==> config.mk <==
export PLATFORM = sky130hd
export DESIGN_NAME = mbox_top
export DESIGN_NICKNAME = d
export VERILOG_FILES = /design/src/design/mbox_pkg.sv /design/src/design/mbox_credit_ctrl.sv /design/src/design/mbox_fifo.sv /design/src/design/mbox_irq_fsm.sv /design/src/design/mbox_top.sv
export VERILOG_INCLUDE_DIRS = /design/src /design/src/design
export SDC_FILE = /design/constraint.sdc
export NUM_CORES = 1
export LEC_CHECK = 0
export ABC_AREA = 1
export BUFFER_PORTS_ARGS = -buffer_cell sky130_fd_sc_hd__clkbuf_2
export CORE_MARGIN = 2
export CORE_UTILIZATION = 25
export DETAILED_ROUTE_END_ITERATION = 7
export GPL_TIMING_DRIVEN = 0
export PLACE_DENSITY = 0.53
export SYNTH_ARGS = -nofsm -noshare
export SYNTH_HDL_FRONTEND = slang
export SYNTH_HIERARCHICAL = 1
export SYNTH_SLANG_ARGS = --single-unit
==> constraint.sdc <==
create_clock -name clk_i -period 6.2 [get_ports clk_i]
set_clock_uncertainty 0.05 [all_clocks]
set_input_delay 0.62 -clock clk_i [delete_from_list [all_inputs] [get_ports clk_i]]
set_output_delay 0.62 -clock clk_i [all_outputs]
set_load 0.01 [all_outputs]
==> src/design/mbox_defines.svh <==
// Mailbox sizing constants
// Queue depth, message width and the pointer and count widths

`ifndef MBOX_DEFINES_SVH
`define MBOX_DEFINES_SVH

// Message slots, also the credits the host holds after reset
`define MBOX_DEPTH 4

// Message width in bits
`define MBOX_MSG_W 32

// Slot index width
`define MBOX_PTR_W 2

// Fill and credit counts must reach MBOX_DEPTH
`define MBOX_CNT_W 3

`endif

==> src/design/mbox_pkg.sv <==
// Mailbox types
// Vector types for messages, slot indices and counts, and the
// interrupt FSM state encoding

`include "mbox_defines.svh"

package mbox_pkg;

  // One mailbox message
  typedef logic [`MBOX_MSG_W-1:0] msg_t;

  // Read or write slot index
  typedef logic [`MBOX_PTR_W-1:0] ptr_t;

  // Fill level or credit count
  typedef logic [`MBOX_CNT_W-1:0] count_t;

  typedef enum logic [1:0] {
    IRQ_IDLE = 2'd0,
    IRQ_RING = 2'd1,
    IRQ_DONE = 2'd2
  } irq_state_t;

endpackage

==> src/design/mbox_credit_ctrl.sv <==
// Mailbox credit controller
// Tracks the credits held by the host, returns one credit per pop
// and flags a push made without a credit

`timescale 1ns/10ps
`include "mbox_defines.svh"

module mbox_credit_ctrl (
  input  logic clk_i,
  input  logic rst_n_i,
  input  logic push_i,
  input  logic push_ok_i,
  input  logic pop_ok_i,
  output logic credit_o,
  output logic err_overflow_o
);

  mbox_pkg::count_t credit_q;
  logic             credit_ret_q;
  logic             err_q;
  logic             no_credit;

  assign no_credit = (credit_q == '0);

  // Host credits, one per free slot
  always_ff @(posedge clk_i or negedge rst_n_i) begin
    if (!rst_n_i) begin
      credit_q <= mbox_pkg::count_t'(`MBOX_DEPTH);
    end else begin
      case ({push_ok_i, pop_ok_i})
        2'b10:   credit_q <= credit_q - 1'b1;
        2'b01:   credit_q <= credit_q + 1'b1;
        default: credit_q <= credit_q;
      endcase
    end
  end

  // Return pulse in the cycle after a pop
  always_ff @(posedge clk_i or negedge rst_n_i) begin
    if (!rst_n_i) begin
      credit_ret_q <= 1'b0;
    end else begin
      credit_ret_q <= pop_ok_i;
    end
  end

  // Sticky until reset
  always_ff @(posedge clk_i or negedge rst_n_i) begin
    if (!rst_n_i) begin
      err_q <= 1'b0;
    end else if (push_i && (!push_ok_i || no_credit)) begin
      err_q <= 1'b1;
    end
  end

  assign credit_o       = credit_ret_q;
  assign err_overflow_o = err_q;

endmodule

==> src/design/mbox_fifo.sv <==
// Mailbox message queue
// Circular buffer of MBOX_DEPTH slots with read and write pointers
// and a fill count. Reports which transfers were really taken.

`timescale 1ns/10ps
`include "mbox_defines.svh"

module mbox_fifo (
  input  logic             clk_i,
  input  logic             rst_n_i,
  input  logic             push_i,
  input  mbox_pkg::msg_t   msg_i,
  input  logic             pop_i,
  output mbox_pkg::msg_t   msg_o,
  output logic             valid_o,
  output logic             push_ok_o,
  output logic             pop_ok_o,
  output mbox_pkg::count_t count_o
);

  mbox_pkg::msg_t   mem_q [`MBOX_DEPTH];
  mbox_pkg::ptr_t   wr_ptr_q;
  mbox_pkg::ptr_t   rd_ptr_q;
  mbox_pkg::count_t count_q;
  logic             full;
  logic             empty;

  assign full  = (count_q == mbox_pkg::count_t'(`MBOX_DEPTH));
  assign empty = (count_q == '0);

  // Accepted transfers
  assign push_ok_o = push_i & ~full;
  assign pop_ok_o  = pop_i & ~empty;

  assign valid_o = ~empty;
  assign msg_o   = mem_q[rd_ptr_q];
  assign count_o = count_q;

  // Storage
  always_ff @(posedge clk_i) begin
    if (push_ok_o) begin
      mem_q[wr_ptr_q] <= msg_i;
    end
  end

  // Pointers wrap at the depth
  always_ff @(posedge clk_i or negedge rst_n_i) begin
    if (!rst_n_i) begin
      wr_ptr_q <= '0;
      rd_ptr_q <= '0;
    end else begin
      if (push_ok_o) begin
        wr_ptr_q <= wr_ptr_q + 1'b1;
      end
      if (pop_ok_o) begin
        rd_ptr_q <= rd_ptr_q + 1'b1;
      end
    end
  end

  // Fill count, unchanged on push and pop together
  always_ff @(posedge clk_i or negedge rst_n_i) begin
    if (!rst_n_i) begin
      count_q <= '0;
    end else begin
      case ({push_ok_o, pop_ok_o})
        2'b10:   count_q <= count_q + 1'b1;
        2'b01:   count_q <= count_q - 1'b1;
        default: count_q <= count_q;
      endcase
    end
  end

endmodule

==> src/design/mbox_irq_fsm.sv <==
// Mailbox interrupt FSM
// Raises the doorbell while messages wait and the completion
// interrupt once the cluster has drained the queue

`timescale 1ns/10ps

module mbox_irq_fsm (
  input  logic             clk_i,
  input  logic             rst_n_i,
  input  mbox_pkg::count_t count_i,
  input  logic             clr_i,
  output logic             doorbell_irq_o,
  output logic             completion_irq_o
);

  mbox_pkg::irq_state_t state_q;
  mbox_pkg::irq_state_t state_d;
  logic                 pending;
  logic                 doorbell_q;
  logic                 completion_q;

  assign pending = (count_i != '0);

  always_comb begin
    state_d = state_q;
    case (state_q)
      mbox_pkg::IRQ_IDLE: begin
        if (pending) begin
          state_d = mbox_pkg::IRQ_RING;
        end
      end
      mbox_pkg::IRQ_RING: begin
        if (!pending) begin
          state_d = mbox_pkg::IRQ_DONE;
        end
      end
      mbox_pkg::IRQ_DONE: begin
        // Host acknowledge, ring again if new messages arrived
        if (clr_i) begin
          state_d = pending ? mbox_pkg::IRQ_RING : mbox_pkg::IRQ_IDLE;
        end
      end
      default: state_d = mbox_pkg::IRQ_IDLE;
    endcase
  end

  // Outputs follow the next state so they switch with it
  always_ff @(posedge clk_i or negedge rst_n_i) begin
    if (!rst_n_i) begin
      state_q      <= mbox_pkg::IRQ_IDLE;
      doorbell_q   <= 1'b0;
      completion_q <= 1'b0;
    end else begin
      state_q      <= state_d;
      doorbell_q   <= (state_d == mbox_pkg::IRQ_RING);
      completion_q <= (state_d == mbox_pkg::IRQ_DONE);
    end
  end

  assign doorbell_irq_o   = doorbell_q;
  assign completion_irq_o = completion_q;

endmodule

==> src/design/mbox_top.sv <==
// Host to cluster mailbox
// Message queue with credit flow control toward the host and
// doorbell and completion interrupts

`timescale 1ns/10ps

module mbox_top (
  input  logic           clk_i,
  input  logic           rst_n_i,
  // Host side
  input  logic           h_push_i,
  input  mbox_pkg::msg_t h_msg_i,
  output logic           h_credit_o,
  input  logic           h_irq_clr_i,
  // Cluster side
  input  logic           c_pop_i,
  output mbox_pkg::msg_t c_msg_o,
  output logic           c_valid_o,
  // Interrupts and status
  output logic           doorbell_irq_o,
  output logic           completion_irq_o,
  output logic           err_overflow_o
);

  logic             push_ok;
  logic             pop_ok;
  mbox_pkg::count_t fill_count;

  mbox_fifo u_fifo (
    .clk_i     ( clk_i      ),
    .rst_n_i   ( rst_n_i    ),
    .push_i    ( h_push_i   ),
    .msg_i     ( h_msg_i    ),
    .pop_i     ( c_pop_i    ),
    .msg_o     ( c_msg_o    ),
    .valid_o   ( c_valid_o  ),
    .push_ok_o ( push_ok    ),
    .pop_ok_o  ( pop_ok     ),
    .count_o   ( fill_count )
  );

  mbox_credit_ctrl u_credit (
    .clk_i          ( clk_i          ),
    .rst_n_i        ( rst_n_i        ),
    .push_i         ( h_push_i       ),
    .push_ok_i      ( push_ok        ),
    .pop_ok_i       ( pop_ok         ),
    .credit_o       ( h_credit_o     ),
    .err_overflow_o ( err_overflow_o )
  );

  mbox_irq_fsm u_irq (
    .clk_i            ( clk_i            ),
    .rst_n_i          ( rst_n_i          ),
    .count_i          ( fill_count       ),
    .clr_i            ( h_irq_clr_i      ),
    .doorbell_irq_o   ( doorbell_irq_o   ),
    .completion_irq_o ( completion_irq_o )
  );

endmodule

==> results.json <==
{
  "row_count": 56,
  "p_leak_nw": 3.13,
  "cts_resized": 0,
  "overflow": 0,
  "synth_fp_nets": 525,
  "n_antenna_cell": 0,
  "cts_root_buffer": "clkbuf_16",
  "synthArstFlopShare": 0.111,
  "post-route-util": 0.320,
  "drive_above_1_share": 0.224,
  "numCtsBuffers": 17,
  "stdcell_count": 908,
  "tns_ns": 0,
  "first_pass_iters": 4,
  "yosysMostFrequentCell": "nand2_1",
  "synth_top_area_frac": 0.643,
  "clk_pin_slew_worst_paths_ns": 0.06,
  "rsz0062_at_grt": "no",
  "cp_max_fo": 10,
  "yosys_most_used_dff": "edfxtp_1",
  "yosysUniqueCellTypes": 20,
  "ios": 74,
  "synth_xor_area_frac": 0.00293,
  "p_total_mw": 3.77,
  "end_kind": "output port",
  "power_density_mw_per_mm2": 503,
  "grt_use_total": 0.112,
  "final_nets": 621,
  "synth_area_leaders": "edfxtp_1, nand2_1, o211ai_1",
  "maxCapViolCount": 0,
  "slew_violations": 0,
  "start_util": 0.255,
  "synth_edf_count": 128,
  "cts_max_level": 4,
  "port_buffers": 73,
  "dp_cells": 876,
  "drt_wl_total_um": 13200,
  "routed_via_density": 4.07,
  "grt_max_degree": 28,
  "cts_tree": "yes",
  "period_share": 0.412,
  "clk_latency_ns": 0.41,
  "coreArea_sq_mm": 0.0235,
  "routedWlPerCell_um": 14.6,
  "synthCells": 480,
  "die_area_sq_mm": 0.0252,
  "cts_buffer_depth": 2,
  "relSlewSlack": 0.510,
  "synth_top_family_by_area": "simple AND/OR/NAND/NOR gates",
  "ant_nets": 0,
  "place_hpwl_um": 8800,
  "drc": 0,
  "cp.required_ns": 5.53,
  "critPathKind": "reg2out",
  "synth-simple-area-share": 0.0974,
  "hold_violations": 0,
  "synth_top_area_cell": "edfxtp_1",
  "post-place-ws_ns": 3.83,
  "max_freq_ghz": 0.391,
  "initialDrtViolationCount": 195,
  "grt_first_pass_wirelength_um": 20300,
  "dieWidth_um": 159,
  "synth_compound_area_frac": 0.0812,
  "syn2layout_area_growth_pct": 25.5,
  "fill_cells": 2344,
  "setup_ws_ns": 3.64,
  "worstSetupStartpointType": "flop",
  "cts_hold_buf": 0,
  "synth_area_sq_mm": 0.00598,
  "synthAdderAreaFrac": 0.0193,
  "crit_arrival_ns": 1.89,
  "gp_congestion": 0.713,
  "antenna_found_initial": 1,
  "cts_sinks": 144,
  "ys_seq_area_frac": 0.710,
  "synthMuxAreaShare": 0,
  "hold_class": "in2async",
  "grt_pass1_vias": 3716,
  "vias": 3696,
  "min_period_ns": 2.56,
  "peakVddDrop_mv": 0.215,
  "synth_area_per_cell_sq_um": 12.4,
  "postCtsSetupBuffers": 0,
  "status": "finished, final reports clean",
  "synth_common_cells": "nand2_1, edfxtp_1, inv_1",
  "tightestPinTransition_ns": 0.734,
  "ys_warn_count": 6,
  "die_h_um": 159,
  "synth_seq_cells": 144,
  "setup_viol": 0
}
final timing paths:
kind                                            from                   end  slack (ns)  cells past startpoint
max in group asynchronous                    rst_n_i  u_credit/credit_q[2]        5.71                      1
worst min register to register  u_credit/credit_q[2]  u_credit/credit_q[2]        0.42                      2
min in group clk_i                        h_msg_i[1]    u_fifo/mem_q[3][1]        0.38                      1
worst max register to register     u_fifo/count_o[1]  u_credit/credit_q[2]        3.91                     13
worst min-delay path                         rst_n_i  u_credit/credit_q[0]        0.07                      1
worst max-delay path              u_fifo/rd_ptr_q[0]           c_msg_o[17]        3.64                      6
routing by layer:
layer | track usage | vias up | wire length [um] | share of wire
met5 | 0 | - | 0 | 0
met4 | 0.0485 | 0 | 290 | 0.022
met3 | 0.0338 | 25 | 762 | 0.058
met2 | 0.181 | 85 | 6100 | 0.46
met1 | 0.139 | 1763 | 6060 | 0.46
li1 | - | 1823 | - | -
cell usage in the layout, fill, tap and decap left out, types with 5 or more instances in the layout:
master	instances
dfrtp_1	15
edfxtp_1	128
nand3_1	9
o211ai_1	64
clkbuf_2	73
clkbuf_1	5
ha_1	6
nand2_1	130
inv_1	89
clkbuf_16	17
bufinv_16	5
buf_6	12
power breakdown:
group	internal [mW]	switching (mW)
combinational	0.486	0.857
sequential	1.29	0.0660
clock	0.711	0.364
logic make-up after synthesis:
| kind of cell | after synthesis |
|---|---|
| AO/OA/AOI/OAI | 65 |
| adder cells (fa/ha/maj) | 8 |
| AND/OR/NAND/NOR | 149 |
| XOR/XNOR | 2 |
| flip-flops | 144 |
| buffers and inverters | 112 |
metrics by stage:
step | area (sq um) | hold slack (ns)
CTS | 7500 | 0.0711
detailed placement | 6870 | 0.411
finish | 7500 | 0.0743
floorplan | 5980 | 0.274
global placement | 6740 | 0.402
global route | 7500 | 0.0856
worst max-delay path, stage by stage (launching register included):
cell and delay, ns:
dfrtp_1 0.43, inv_2 0.11, clkbuf_1 0.48, nand2_1 0.10
o211ai_1 0.11, nand2_1 0.11, clkbuf_2 0.14
layout make-up:
class,count,area [sq um],share of cell area
sequential,144,4250,0.566
multi-input combinational,224,1230,0.164
timing repair buffer,77,468,0.0624
clock buffer,21,440,0.0587
tap,319,399,0.0532
inverter,91,342,0.0455
buffer,21,189,0.0252
clock inverter,11,188,0.0250
flip-flops by register name, indices dropped and copies added, names as in the netlist:
signal	count
u_fifo/mem_q	128
u_irq/doorbell_irq_o	1
u_credit/credit_o	1
u_credit/err_overflow_o	1
u_irq/state_q	2
u_fifo/wr_ptr_q	2
u_credit/credit_q	3
u_irq/completion_irq_o	1
u_fifo/rd_ptr_q	2
u_fifo/count_o	3
(Power assumes the default switching activity.)
